## config.mk

```make
export PLATFORM = sky130hd
export DESIGN_NAME = busTermination
export DESIGN_NICKNAME = d
export VERILOG_FILES = /design/src/source/busTermPkg.sv /design/src/source/busTermIfs.sv /design/src/source/cycleDecoder.sv /design/src/source/cycleTimers.sv /design/src/source/tackDriver.sv /design/src/source/busTermination.sv
export SDC_FILE = /design/constraint.sdc
export NUM_CORES = 1
export LEC_CHECK = 0
export BUFFER_PORTS_ARGS = -buffer_cell sky130_fd_sc_hd__clkbuf_2
export CAP_MARGIN = 30
export CORE_MARGIN = 4
export CORE_UTILIZATION = 60
export CTS_BUF_LIST = sky130_fd_sc_hd__clkbuf_2 sky130_fd_sc_hd__clkbuf_4 sky130_fd_sc_hd__clkbuf_8
export DETAILED_ROUTE_END_ITERATION = 8
export PLACE_DENSITY_LB_ADDON = 0.2
export SYNTH_ARGS = -nofsm -noshare
export SYNTH_HDL_FRONTEND = slang
export SYNTH_HIERARCHICAL = 1
export SYNTH_SLANG_ARGS = --single-unit
```

## constraint.sdc

```tcl
create_clock -name CLK80 -period 2.1 [get_ports CLK80]
set_input_delay 0.21 -clock CLK80 [delete_from_list [all_inputs] [get_ports CLK80]]
set_output_delay 0.21 -clock CLK80 [all_outputs]
set_load 0.05 [all_outputs]
```

## src/source/busTermPkg.sv

```systemverilog
/*
 * Bus termination package
 * Shared cycle-kind encoding, handshake payload structs and the
 * timing constants of the 68040 bus-cycle termination controller
 */

`default_nettype none

package busTermPkg;

    ////////////////////////////////////////
    // Cycle classification
    ////////////////////////////////////////

    // Which termination a bus cycle needs
    typedef enum logic [1:0] {
        irqAck    = 2'd0,
        romRead   = 2'd1,
        ciaAccess = 2'd2,
        unmapped  = 2'd3
    } cycleKindT;

    // Decoder to timers
    typedef struct packed {
        cycleKindT kind;
        logic      noCache;
    } cycleReqT;

    // Timers to driver, source is the kind that produced the termination
    typedef struct packed {
        cycleKindT source;
        logic      noCache;
    } termReqT;

    ////////////////////////////////////////
    // Timing in CLK80 cycles
    ////////////////////////////////////////

    // ROM setup delay, picked by the romDelay pin
    localparam logic [3:0] romDelayShort = 4'd5;
    localparam logic [3:0] romDelayLong  = 4'd8;

    // Autovector cycles carry no data so they end as fast as possible
    localparam logic [3:0] irqDelay = 4'd1;

    // Unmapped cycles end a bit after the longest CIA cycle
    localparam logic [7:0] watchdogDelay = 8'd249;

    // Acknowledge shape, low then driven high before release
    localparam logic [1:0] tackLowCycles     = 2'd2;
    localparam logic [1:0] tackReleaseCycles = 2'd1;

endpackage

`default_nettype wire

```

## src/source/busTermIfs.sv

```systemverilog
/*
 * Internal handshake interfaces
 * cycleReqIf carries classified cycles from the decoder to the timers,
 * termReqIf carries terminations from the timers to the acknowledge driver
 */

`default_nettype none

// Decoder to timers
interface cycleReqIf import busTermPkg::*; ();

    logic     valid;
    logic     ready;
    cycleReqT payload;

    // Source holds payload stable until valid and ready meet
    modport source (
        output valid,
        output payload,
        input  ready
    );

    modport sink (
        input  valid,
        input  payload,
        output ready
    );

endinterface

// Timers to acknowledge driver
interface termReqIf import busTermPkg::*; ();

    logic    valid;
    logic    ready;
    termReqT payload;

    modport source (
        output valid,
        output payload,
        input  ready
    );

    // Ready comes from driver state only
    modport sink (
        input  valid,
        input  payload,
        output ready
    );

endinterface

`default_nettype wire

```

## src/source/cycleDecoder.sv

```systemverilog
/*
 * Cycle decoder
 * Samples qualified 68040 transfer starts and sorts them by the
 * address-space strobes into one pending cycle request for the timers
 */

`default_nettype none

module cycleDecoder import busTermPkg::*; (
    input  logic CLK80,
    input  logic DELAYED_TACK_RST,
    input  logic tsN,
    input  logic phase40,
    input  logic romEn,
    input  logic ciaEnable,
    input  logic agnusSpace,
    input  logic autovector,
    input  logic rtcEnN,
    input  logic noCacheSpace,
    cycleReqIf.source req
);

    logic      startQual;
    logic      loadEn;
    cycleKindT kindNext;

    // Start is seen in the CLK40 high phase, Agnus cycles end elsewhere
    assign startQual = !tsN && phase40 && !agnusSpace;

    // Load only into an empty slot or one being handed over now
    assign loadEn = startQual && (!req.valid || req.ready);

    // Fixed priority, interrupt acknowledge and RTC first
    always_comb begin
        if (autovector || !rtcEnN) begin
            kindNext = irqAck;
        end else if (romEn) begin
            kindNext = romRead;
        end else if (ciaEnable) begin
            kindNext = ciaAccess;
        end else begin
            kindNext = unmapped;
        end
    end

    // Pending flag
    always_ff @(posedge CLK80 or posedge DELAYED_TACK_RST) begin
        if (DELAYED_TACK_RST) begin
            req.valid <= 1'b0;
        end else if (loadEn) begin
            req.valid <= 1'b1;
        end else if (req.ready) begin
            req.valid <= 1'b0;
        end
    end

    // Request contents, taken at the sampling edge
    always_ff @(posedge CLK80) begin
        if (loadEn) begin
            req.payload.kind    <= kindNext;
            req.payload.noCache <= noCacheSpace;
        end
    end

    // Held request must not change while the timers are busy
    assert property (@(posedge CLK80) disable iff (DELAYED_TACK_RST)
        req.valid && !req.ready |=> $stable(req.payload));

    // Only one request can wait, a further start would be lost
    assert property (@(posedge CLK80) disable iff (DELAYED_TACK_RST)
        !(startQual && req.valid && !req.ready));

endmodule

`default_nettype wire

```

## src/source/cycleTimers.sv

```systemverilog
/*
 * Cycle termination timers
 * Times the termination of each accepted cycle by kind. One down counter
 * covers ROM setup, autovector and the unmapped-cycle watchdog. CIA cycles
 * wait for a falling edge of the synchronized peripheral clock. Also owns
 * the ROM enable for the length of a ROM cycle.
 */

`default_nettype none

module cycleTimers import busTermPkg::*; (
    input  logic CLK80,
    input  logic DELAYED_TACK_RST,
    input  logic phase40,
    input  logic romDelay,
    input  logic ciaClk,
    input  logic tackIn,
    input  logic agnusSpace,
    cycleReqIf.sink   req,
    termReqIf.source  term,
    output logic romEnN
);

    typedef enum logic [2:0] {
        tIdle    = 3'd0,
        tCount   = 3'd1,
        tCiaHigh = 3'd2,
        tCiaLow  = 3'd3,
        tTerm    = 3'd4
    } timerStateT;

    timerStateT state;
    logic [7:0] count;
    logic [7:0] delaySel;
    logic [1:0] ciaSync;
    cycleKindT  kind;
    logic       noCacheReg;
    logic       reqAccept;
    logic       termDone;
    logic       dropCycle;

    ////////////////////////////////////////
    // Handshakes
    ////////////////////////////////////////

    assign req.ready    = (state == tIdle);
    assign reqAccept    = req.valid && req.ready;
    assign term.valid   = (state == tTerm);
    assign termDone     = term.valid && term.ready;
    assign term.payload = '{source: kind, noCache: noCacheReg};

    // Someone else acknowledged the unmapped cycle, or Agnus took the bus
    assign dropCycle = (state == tCount) && (kind == unmapped) && (!tackIn || agnusSpace);

    // Delay until termination valid, counted from acceptance
    always_comb begin
        case (req.payload.kind)
            irqAck:  delaySel = {4'd0, irqDelay};
            romRead: delaySel = romDelay ? {4'd0, romDelayLong} : {4'd0, romDelayShort};
            default: delaySel = watchdogDelay;
        endcase
    end

    ////////////////////////////////////////
    // CIA clock synchronizer
    ////////////////////////////////////////

    // ciaSync[1] is the usable copy
    always_ff @(posedge CLK80 or posedge DELAYED_TACK_RST) begin
        if (DELAYED_TACK_RST) begin
            ciaSync <= 2'b00;
        end else begin
            ciaSync <= {ciaSync[0], ciaClk};
        end
    end

    ////////////////////////////////////////
    // Termination FSM
    ////////////////////////////////////////

    always_ff @(posedge CLK80 or posedge DELAYED_TACK_RST) begin
        if (DELAYED_TACK_RST) begin
            state  <= tIdle;
            count  <= 8'd0;
            romEnN <= 1'b1;
        end else begin
            case (state)
                tIdle: begin
                    if (req.valid) begin
                        if (req.payload.kind == ciaAccess) begin
                            state <= tCiaHigh;
                        end else if (delaySel == 8'd1) begin
                            // Shortest case, valid on the next edge
                            state <= tTerm;
                        end else begin
                            state <= tCount;
                            count <= delaySel - 8'd1;
                        end
                        // ROM outputs open from acceptance on
                        if (req.payload.kind == romRead) begin
                            romEnN <= 1'b0;
                        end
                    end
                end
                tCount: begin
                    if (dropCycle) begin
                        state <= tIdle;
                    end else if (count == 8'd1) begin
                        state <= tTerm;
                    end else begin
                        count <= count - 8'd1;
                    end
                end
                // A full high phase first so a late start does not catch a stale edge
                tCiaHigh: begin
                    if (ciaSync[1]) begin
                        state <= tCiaLow;
                    end
                end
                // Falling edge seen, line up with the CLK40 low phase
                tCiaLow: begin
                    if (!ciaSync[1] && !phase40) begin
                        state <= tTerm;
                    end
                end
                tTerm: begin
                    if (term.ready) begin
                        state  <= tIdle;
                        romEnN <= 1'b1;
                    end
                end
                default: state <= tIdle;
            endcase
        end
    end

    // Cycle attributes for the termination payload
    always_ff @(posedge CLK80) begin
        if (reqAccept) begin
            kind       <= req.payload.kind;
            noCacheReg <= req.payload.noCache;
        end
    end

    // No second cycle is taken before the first one has ended
    assert property (@(posedge CLK80) disable iff (DELAYED_TACK_RST)
        reqAccept |=> !reqAccept until_with (termDone || dropCycle));

    // ROM stays enabled while its termination waits on the driver
    assert property (@(posedge CLK80) disable iff (DELAYED_TACK_RST)
        term.valid && (term.payload.source == romRead) |-> !romEnN);

endmodule

`default_nettype wire

```

## src/source/tackDriver.sv

```systemverilog
/*
 * Transfer acknowledge driver
 * Shapes each accepted termination into two low clocks and one high clock
 * on TA and TBI, with TCI added only for non-cacheable space
 */

`default_nettype none

module tackDriver import busTermPkg::*; (
    input  logic CLK80,
    input  logic DELAYED_TACK_RST,
    termReqIf.sink term,
    output logic tackN,
    output logic tbiN,
    output logic tciN,
    output logic tackOe,
    output logic tciOe
);

    typedef enum logic [1:0] {
        dIdle = 2'd0,
        dLow  = 2'd1,
        dHigh = 2'd2
    } driveStateT;

    driveStateT state;
    logic [1:0] cnt;
    logic       tackLevel;
    logic       noCacheReg;

    // Busy from acceptance until the pins are released
    assign term.ready = (state == dIdle);

    // No bursts here, so burst inhibit rides along with every acknowledge
    assign tackN = tackLevel;
    assign tbiN  = tackLevel;
    assign tciN  = tackLevel | !noCacheReg;
    assign tciOe = tackOe & noCacheReg;

    always_ff @(posedge CLK80 or posedge DELAYED_TACK_RST) begin
        if (DELAYED_TACK_RST) begin
            state     <= dIdle;
            cnt       <= 2'd0;
            tackLevel <= 1'b1;
            tackOe    <= 1'b0;
        end else begin
            case (state)
                dIdle: begin
                    if (term.valid) begin
                        state     <= dLow;
                        cnt       <= tackLowCycles;
                        tackLevel <= 1'b0;
                        tackOe    <= 1'b1;
                    end
                end
                // Drive high before letting go so the line does not float low
                dLow: begin
                    if (cnt == 2'd1) begin
                        state     <= dHigh;
                        cnt       <= tackReleaseCycles;
                        tackLevel <= 1'b1;
                    end else begin
                        cnt <= cnt - 2'd1;
                    end
                end
                dHigh: begin
                    if (cnt == 2'd1) begin
                        state  <= dIdle;
                        tackOe <= 1'b0;
                    end else begin
                        cnt <= cnt - 2'd1;
                    end
                end
                default: state <= dIdle;
            endcase
        end
    end

    // Cache inhibit choice for the cycle being acknowledged
    always_ff @(posedge CLK80) begin
        if (term.valid && term.ready) begin
            noCacheReg <= term.payload.noCache;
        end
    end

    // Acknowledge never stretches past its low window
    assert property (@(posedge CLK80) disable iff (DELAYED_TACK_RST)
        $fell(tackN) |-> ##tackLowCycles tackN);

endmodule

`default_nettype wire

```

## src/source/busTermination.sv

```systemverilog
/*
 * Bus termination controller, top level
 * Decoder, termination timers and acknowledge driver for 68040 cycles.
 * Tri-state pins appear as an active-low level plus an output enable.
 */

`default_nettype none

module busTermination (
    input  logic CLK80,
    input  logic DELAYED_TACK_RST,
    input  logic tsN,
    input  logic phase40,
    input  logic romEn,
    input  logic ciaEnable,
    input  logic agnusSpace,
    input  logic autovector,
    input  logic rtcEnN,
    input  logic noCacheSpace,
    input  logic romDelay,
    input  logic ciaClk,
    input  logic tackIn,
    output logic tackN,
    output logic tbiN,
    output logic tciN,
    output logic tackOe,
    output logic tciOe,
    output logic romEnN
);

    // Classified cycles, then terminations
    cycleReqIf cycleReqBus ();
    termReqIf  termReqBus ();

    cycleDecoder cycleDecoder_i (
        .CLK80            (CLK80),
        .DELAYED_TACK_RST (DELAYED_TACK_RST),
        .tsN              (tsN),
        .phase40          (phase40),
        .romEn            (romEn),
        .ciaEnable        (ciaEnable),
        .agnusSpace       (agnusSpace),
        .autovector       (autovector),
        .rtcEnN           (rtcEnN),
        .noCacheSpace     (noCacheSpace),
        .req              (cycleReqBus.source)
    );

    cycleTimers cycleTimers_i (
        .CLK80            (CLK80),
        .DELAYED_TACK_RST (DELAYED_TACK_RST),
        .phase40          (phase40),
        .romDelay         (romDelay),
        .ciaClk           (ciaClk),
        .tackIn           (tackIn),
        .agnusSpace       (agnusSpace),
        .req              (cycleReqBus.sink),
        .term             (termReqBus.source),
        .romEnN           (romEnN)
    );

    tackDriver tackDriver_i (
        .CLK80            (CLK80),
        .DELAYED_TACK_RST (DELAYED_TACK_RST),
        .term             (termReqBus.sink),
        .tackN            (tackN),
        .tbiN             (tbiN),
        .tciN             (tciN),
        .tackOe           (tackOe),
        .tciOe            (tciOe)
    );

endmodule

`default_nettype wire

```

==> impl_metrics.toml, run 1 <==
[run_status]
status = "complete, no violations"

[clocking]
cts_resized = 0
cts_tree = "built"
cts_htree_levels = 1
clock_latency_ns = 0.32
cts_buffers = 3
post_cts_buffers = 0
cts_hold_buf = 2
clockRootBuffer = "clkbuf_4"
cts_sinks = 28
cts.path.max_buffers = 2
clk_pin_slew_ns = 0.15

[placed_design]
gp_congestion = 0.820
portBuffers = 18
dp.cells = 211
hpwl_mm = 2.48
postPlaceCellArea_um2 = 1790

[global_routing]
antenna_found_initial = 0
grt_start_max_net_pins = 17
grt_first_pass_wirelength_mm = 5.52
gr-total-overflow = 0
grt_use_total_pct = 20.1
grt_pass1_vias = 1267

[synthesis]
postSynthCellCount = 166
ys_seq_area_share_pct = 43.3
ys_types = 48
syn_area_um2 = 1710
synth_edf_count = 7
ys.flop_type = "dfrtp_1"
ys_seq_elements = 28
synthesis.nets = 191
ys_warn_count = 6
synth.avg_cell_area_um2 = 10.3
async_flop_share_pct = 75.0

[timing]
setup_viol = 0
fmax_ghz = 0.528
finalMaxSlewViolations = 0
slew_headroom_pct = 62.5
hold_violations = 0
rsz0062_at_grt = "false"
fin_crit_ns = 1.90
period_share_pct = 90.3
worst_pin_slew_ns = 0.562
fin_skew_ns = 0.00766
fin_setup_tns_ns = 0

[detailed_routing]
route.detailed.wl_per_inst_um = 15.1
via_per_inst = 5.87
first_pass_iters = 6
drt_iter0_drc = 54
ant_nets = 0
wirelength_mm = 3.27
vias = 1274
drc = 0

[finish]
layout.cells.most_common_list = "dfrtp_1, clkbuf_2, inv_1, nand2_1, o21ai_0"
area_growth_pct = 9.17
design_area_um2 = 1860
diodes = 0
drive_above_1_share_pct = 22.6
nFillCells = 203
final_common_cell = "dfrtp_1"
final_cells = 217
nets = 212

[critical_path]
reg2regPathDepth = 5
crit_required_ns = 2.32
start_kind = "flop"
critical_path_class = "flop to flop"
critical_path.endpoint_type = "flop"
cp_data_arrival_time_ns = 2.12
cp_max_fo = 16

[floorplanning]
die_height_um = 61.3
rows = 19
dieWidth_um = 61.3
core_area_um2 = 2730
start_util_pct = 62.4
pin_count = 19
die-area_um2 = 3760

[power_and_ir_drop]
power_per_cell_area_nw_per_um2 = 1300
peakVddDrop_mv = 0.911
leakage_nw = 0.845

[min_path]
hp-class = "input pin to flop"
holdPathStages = 1

[run]
max_cap_violations = 0
path summary, 6_finish.rpt:
check / slack [ns] / end / start
max: 0.20 / cycleTimers_i/count[7]$_DFFE_PP0P_ / cycleTimers_i/state[0]$_DFFE_PP0P_
min: 0.05 / cycleDecoder_i/req.payload[0]$_DFFE_PP_ / noCacheSpace
max reg2reg: 0.20 / cycleTimers_i/count[7]$_DFFE_PP0P_ / cycleTimers_i/state[0]$_DFFE_PP0P_
min reg2reg: 0.38 / cycleTimers_i/ciaSync[1]$_DFF_PP0_ / cycleTimers_i/ciaSync[0]$_DFF_PP0_
max in group asynchronous: 1.25 / cycleTimers_i/count[4]$_DFFE_PP0P_ / DELAYED_TACK_RST
min in group asynchronous: 0.26 / cycleDecoder_i/req.valid$_DFFE_PP0P_ / DELAYED_TACK_RST
critical path: stages, from the launching register on:
cell and delay [ns]:
dfrtp_1 0.54, nor3b_4 0.38, o21ai_2 0.15, o2bb2ai_4 0.34
o21ai_0 0.15, a22o_1 0.25
cells by family (layout without fill, tap and decap cells):
family / Yosys count / in the layout / synth area share (%)
mux: 3 / 3 / 1.91
fa+ha+maj: 12 / 12 / 8.80
compound gates: 47 / 47 / 20.0
simple gates: 55 / 55 / 18.9
xor+xnor: 1 / 1 / 0.514
flops: 28 / 28 / 43.3
buf+inv: 20 / 40 / 6.60
metal layers:
layer  vias up  GRT usage [%]  share of wire (%)
li1        634              -                  -
met1       615           24.0                 43
met2        23           35.8                 53
met3         2           3.35                3.4
met4         0           8.36               0.61
met5         -              0                  0
metrics by stage:
step / power [W] / setup slack, ns / utilization (%) / hold slack [ns]
final: 0.00243 / 0.205 / 68.1 / 0.0477
after global routing: 0.00263 / 0.0172 / 68.1 / 0.0170
after CTS: 0.00244 / 0.209 / 68.1 / 0.0335
after detailed placement: 0.00208 / 0.249 / 65.4 / 0.0551
after global placement: 0.00201 / 0.344 / 65.4 / 0.0496
after floorplan: 0.00189 / 0.467 / - / -0.0613
flip-flops by register name, indices dropped and copies added (netlist names):
| register | count |
|---|---|
| cycleDecoder_i/req.valid | 1 |
| cycleTimers_i/kind | 2 |
| tackDriver_i/state | 2 |
| cycleDecoder_i/req.payload | 3 |
| tackDriver_i/cnt | 2 |
| tackDriver_i/tackN | 1 |
| cycleTimers_i/romEnN | 1 |
| cycleTimers_i/count | 8 |
| tackDriver_i/noCacheReg | 1 |
| cycleTimers_i/ciaSync | 2 |
| tackDriver_i/tackOe | 1 |
| cycleTimers_i/noCacheReg | 1 |
| cycleTimers_i/state | 3 |
synth_stat cells (3+ instances only):
library cell | instances | area share (%)
dfrtp_1 | 19 | 28
inv_1 | 14 | 3.1
nand2_1 | 14 | 3.1
o21ai_0 | 13 | 3.8
ha_1 | 12 | 8.8
nor2_1 | 11 | 2.4
a21oi_1 | 10 | 2.9
a22o_1 | 7 | 3.6
edfxtp_1 | 7 | 12
nor2b_1 | 5 | 1.8
buf_6 | 4 | 2.6
nand2b_1 | 3 | 1.1
nor4_1 | 3 | 1.1
area by class of cell:
type	instances	area, µm²	area share [%]
Multi-Input combinational cell	118	855	45.9
Sequential cell	28	738	39.7
Timing Repair Buffer	22	125	6.72
Inverter	14	52.6	2.82
Tap cell	31	38.8	2.08
Clock inverter	1	30.0	1.61
Clock buffer	3	22.5	1.21
where the power goes:
part	switching, W	internal [W]	leakage, nW
sequential	0.000217	0.000736	0.315
combinational	0.000644	0.000484	0.502
clock	0.000152	0.000193	0.0279
Power figures use the tool's default switching activity.
==> run 2, diff against run 1 <==
==> constraint.sdc (replaced) <==
create_clock -name CLK80 -period 1.9 [get_ports CLK80]
set_input_delay 0.19 -clock CLK80 [delete_from_list [all_inputs] [get_ports CLK80]]
set_output_delay 0.19 -clock CLK80 [all_outputs]
set_load 0.05 [all_outputs]
==> impl_metrics.toml, run 2 (synthesis gave the netlist of run 1 again) <==
[run_status]
status = "complete, no violations"

[floorplanning]
dieWidth_um = 61.3
core_area_um2 = 2730
start_util_pct = 62.4
die_height_um = 61.3
pin_count = 19
die-area_um2 = 3760
rows = 19

[critical_path]
critical_path_class = "flop to flop"
start_kind = "flop"
slowest_delay_ns = 0.48
crit_required_ns = 2.12
cp_data_arrival_time_ns = 2.00
cp_max_fo = 7
critical_path.endpoint_type = "flop"
slowest_stage = "dfrtp_1"
path_cells = "nor4_1, and3_2, o221ai_2, o32ai_1"

[placed_design]
portBuffers = 18
gp_congestion = 0.821
pre_cts_ws_ns = 0.0648
hpwl_mm = 2.43

[finish]
largest_register_ffs = 8
drive_above_1_share_pct = 24.5
final_util_pct = 68.8
nFillCells = 215
layout.cells.most_common_list = "dfrtp_1, clkbuf_2, inv_1, nand2_1, o21ai_0"
reg_top3 = "cycleTimers_i/count x8, cycleDecoder_i/req.payload x3, cycleTimers_i/state x3"
largest-register = "cycleTimers_i/count"
area_growth_pct = 10.3
nets = 218
diodes = 0
final_common_cell = "dfrtp_1"

[detailed_routing]
vias = 1324
first_pass_iters = 4
drc = 0
drt_iter0_drc = 87
ant_nets = 0
wirelength_mm = 3.20
route.detailed.wl_per_inst_um = 14.4
via_per_inst = 5.94

[clocking]
cts_resized = 0
clk_pin_slew_ns = 0.14
cts_htree_levels = 1
clockRootBuffer = "clkbuf_4"
cts_buffers = 3
cts.path.max_buffers = 2
cts_sinks = 28
clock_latency_ns = 0.32
cts_tree = "built"

[timing]
worst_pin_slew_ns = 0.547
period_share_pct = 94.0
fin_crit_ns = 1.79
setup_viol = 0
fmax_ghz = 0.560
setup_ws_ns = 0.115
fin_setup_tns_ns = 0
holdWs_ns = 0.0360
rsz0062_at_grt = "false"
finalMaxSlewViolations = 0
fin_skew_ns = 0.00229
slew_headroom_pct = 63.5
hold_violations = 0

[global_routing]
antenna_found_initial = 0
grt_start_max_net_pins = 17
gr-total-overflow = 0
grt_first_pass_wirelength_mm = 5.11
grt_pass1_vias = 1224
grt_use_total_pct = 18.3

[power_and_ir_drop]
peakVddDrop_mv = 0.941
leakage_nw = 0.861
power_per_cell_area_nw_per_um2 = 1390

[run]
max_cap_violations = 0

[min_path]
hp-class = "input pin to flop"
-- run 2: changes by cell type in the layout (fill, tap and decap cells not counted), sizes merged --
cell / change
buf: +6
bufinv: -1
clkinv: +1
-- run 2: path summary, 6_finish.rpt --
path / from / to / slack (ns) / depth (start not counted)
worst max-delay path: cycleTimers_i/count[4]$_DFFE_PP0P_ / cycleTimers_i/state[2]$_DFFE_PP0P_ / 0.11 / 4
worst min-delay path: noCacheSpace / cycleDecoder_i/req.payload[0]$_DFFE_PP_ / 0.04 / 1
worst max register to register: cycleTimers_i/count[4]$_DFFE_PP0P_ / cycleTimers_i/state[2]$_DFFE_PP0P_ / 0.11 / 4
worst min register to register: cycleTimers_i/ciaSync[0]$_DFF_PP0_ / cycleTimers_i/ciaSync[1]$_DFF_PP0_ / 0.37 / 0
max in group asynchronous: DELAYED_TACK_RST / cycleTimers_i/romEnN$_DFFE_PP1P_ / 1.07 / 3
min in group asynchronous: DELAYED_TACK_RST / cycleDecoder_i/req.valid$_DFFE_PP0P_ / 0.25 / 3
-- run 2: stage by stage --
stage,total power [W],cells,cell area (µm²)
CTS,0.00258,220,1860
global route,0.00284,223,1880
global placement,0.00225,214,1810
floorplan,0.00209,166,1710
finish,0.00262,223,1880
detailed placement,0.00232,214,1810
-- run 2: what timing repair did --
item                       CTS  global route
setup endpoints to repair    0             5
hold buffers                 2             0
setup buffers                0             3
hold endpoints to repair    20             0
-- run 2: layer usage --
| layer | track usage (%) | routed length, µm | share of wire [%] | vias to the layer above |
|---|---|---|---|---|
| li1 | - | - | - | 639 |
| met1 | 22.0 | 1380 | 43 | 640 |
| met2 | 31.9 | 1610 | 50 | 38 |
| met3 | 3.98 | 150 | 4.7 | 7 |
| met4 | 6.81 | 55 | 1.7 | 0 |
| met5 | 0 | 0 | 0 | - |
-- run 2: critical path: cells and delay by family (launching register included) --
family / cells / cell delay, ns
AND/OR/NAND/NOR: 2 / 0.70
flip-flops: 1 / 0.48
AO/OA/AOI/OAI: 2 / 0.51
-- run 2: layout make-up --
type	count	area [µm²]	share of cell area, %
flip-flops and latches	28	738	39.3
clock buffers	3	22.5	1.20
multi-input cells	118	855	45.4
inverters	14	52.6	2.79
clock inverters	1	3.75	0.200
well taps	31	38.8	2.06
repair buffers	28	170	9.05
-- run 2: power breakdown --
part | switching [W] | internal, W | total (W)
Clock | 0.000162 | 0.0000769 | 0.000239
Combinational | 0.000729 | 0.000603 | 0.00133
Sequential | 0.000231 | 0.000814 | 0.00104
Total | 0.00112 | 0.00149 | 0.00262
==> run 3, diff against run 2 <==
--- a/config.mk
+++ b/config.mk
@@ -11,7 +11,8 @@
 export CORE_UTILIZATION = 60
 export CTS_BUF_LIST = sky130_fd_sc_hd__clkbuf_2 sky130_fd_sc_hd__clkbuf_4 sky130_fd_sc_hd__clkbuf_8
 export DETAILED_ROUTE_END_ITERATION = 8
-export PLACE_DENSITY_LB_ADDON = 0.2
+export PLACE_DENSITY = 0.88
+export SKIP_LAST_GASP = 1
 export SYNTH_ARGS = -nofsm -noshare
 export SYNTH_HDL_FRONTEND = slang
 export SYNTH_HIERARCHICAL = 1
==> impl_metrics.toml, run 3 (synthesis gave the netlist of run 1 again) <==
[power_and_ir_drop]
peakVddDrop_mv = 1.44
pwr-share-clk_pct = 9.7
power.switching_w = 0.00115
p_comb_share_pct = 50.5
power_per_cell_area_nw_per_um2 = 1410
swShare_pct = 43.1
p_int_w = 0.00152
power.total_w = 0.00267
leakage_nw = 0.864
seqPwrFrac_pct = 39.7

[finish]
layout.cells.most_common_list = "dfrtp_1, clkbuf_2, inv_1, nand2_1, o21ai_0"
area_growth_pct = 10.6
drive_above_1_share_pct = 25.5
nets = 218
largest-register = "cycleTimers_i/count"
diodes = 0
reg_top3 = "cycleTimers_i/count x8, cycleDecoder_i/req.payload x3, cycleTimers_i/state x3"
largest_register_ffs = 8
final_util_pct = 69.0

[min_path]
hp-start = "noCacheSpace"
holdPathStages = 1
hp-class = "input pin to flop"

[global_routing]
antenna_found_initial = 0
gr-total-overflow = 0
met2_usage_pct = 34.1
grt_pass1_vias = 1301
grt_start_max_net_pins = 17
grtUsageMet3_pct = 2.31
grt_use_total_pct = 20.0
top_usage_layer = "met2"
grt_first_pass_wirelength_mm = 5.66
met1_usage_pct = 26.6

[timing]
fin_skew_ns = 0.00229
fmax_ghz = 0.548
period_share_pct = 96.1
setup_viol = 0
slew_headroom_pct = 63.5
hold_violations = 0
fin_crit_ns = 1.83
holdWs_ns = 0.0395
worst_pin_slew_ns = 0.547
finalMaxSlewViolations = 0

[detailed_routing]
ant_nets = 0
vias = 1312
route.detailed.wl_per_inst_um = 15.1
wirelength_mm = 3.36
first_pass_iters = 4
drc = 0
via_per_inst = 5.88
drt_iter0_drc = 59

[clocking]
cts_sinks = 28
cts.path.max_buffers = 2
cts_tree = "built"
cts_buffers = 3
clockRootBuffer = "clkbuf_4"
clock_latency_ns = 0.31
cts_htree_levels = 1
clk_pin_slew_ns = 0.14

[floorplanning]
rows = 19
die_height_um = 61.3
dieWidth_um = 61.3
start_util_pct = 62.4
die-area_um2 = 3760
core_area_um2 = 2730
pin_count = 19

[placed_design]
portBuffers = 18
gp_congestion = 0.849
hpwl_mm = 2.49

[critical_path]
critical_path.endpoint_type = "flop"
reg2reg_from = "cycleTimers_i/state[1]$_DFFE_PP0P_"
worstSetupStartpoint = "cycleTimers_i/state[1]$_DFFE_PP0P_"
reg2reg_slack_ns = 0.07
cp_data_arrival_time_ns = 2.05
crit_required_ns = 2.12
cp_max_fo = 12
critical_path_class = "flop to flop"
crit-reg2reg-capture = "cycleTimers_i/count[6]$_DFFE_PP0P_"
reg2regPathDepth = 5
start_kind = "flop"
crit_end = "cycleTimers_i/count[6]$_DFFE_PP0P_"

[run]
max_cap_violations = 0

[run_status]
status = "complete, no violations"
run 3: cell types whose count changed in the layout (fill, tap and decap cells not counted):
cell and change:
clkinv_1 -1, clkbuf_4 +1, dfrtp_1 -1, dfrtp_2 +1
run 3: what timing repair did:
item | in CTS | in global routing
hold buffers | 2 | 0
setup endpoints to repair | 0 | 8
endpoints found under the hold margin | 20 | 0
setup buffers | 0 | 6
gates resized for setup | 0 | 1
run 3: through the flow:
step | setup WS, ns | instance area (µm²) | setup TNS [ns] | cells
finish | 0.0738 | 1890 | 0 | 223
floorplan | 0.267 | 1710 | 0 | 166
global placement | 0.172 | 1790 | 0 | 211
CTS | 0.0255 | 1840 | 0 | 217
detailed placement | 0.0494 | 1790 | 0 | 211
global route | -0.0511 | 1890 | -0.151 | 223
run 3: final cells by class:
cell class                      instances  area, µm²
Timing Repair Buffer                   28        170
Clock buffer                            4       30.0
Sequential cell                        28        739
Fill cell                             183        848
Tap cell                               31       38.8
Multi-Input combinational cell        118        855
Inverter                               14       52.6
run 3: worst min path at each step:
| stage | end | slack (ns) |
|---|---|---|
| 2_1_floorplan | cycleDecoder_i/req.valid$_DFFE_PP0P_ | -0.08 |
| 3_3_place_gp | cycleDecoder_i/req.valid$_DFFE_PP0P_ | 0.04 |
| 3_5_place_dp | cycleDecoder_i/req.valid$_DFFE_PP0P_ | 0.06 |
| 4_1_cts | cycleDecoder_i/req.payload[0]$_DFFE_PP_ | 0.03 |
| 5_1_grt | cycleDecoder_i/req.payload[0]$_DFFE_PP_ | 0.01 |
| 6_report | cycleDecoder_i/req.payload[0]$_DFFE_PP_ | 0.04 |
run 3: layer usage:
metal	vias to the layer above	share of wire, %
li1	641	-
met1	627	43
met2	40	51
met3	4	5.3
met4	0	0.39
met5	-	0
run 3: power groups by stage:
| stage | Sequential [W] | Combinational (W) | Clock (W) |
|---|---|---|---|
| global placement | 0.00103 | 0.00116 | 0 |
| global route | 0.00109 | 0.00150 | 0.000288 |
| detailed placement | 0.00106 | 0.00123 | 0 |
| CTS | 0.00105 | 0.00125 | 0.000265 |
| floorplan | 0.00100 | 0.00109 | 0 |
| finish | 0.00106 | 0.00135 | 0.000259 |
run 3: worst max-delay path, cell delays in order (launching register included):
cell,delay (ns)
dfrtp_1,0.54
nor3b_4,0.34
o21ai_2,0.14
o2bb2ai_4,0.30
o21ai_0,0.15
a22o_1,0.25
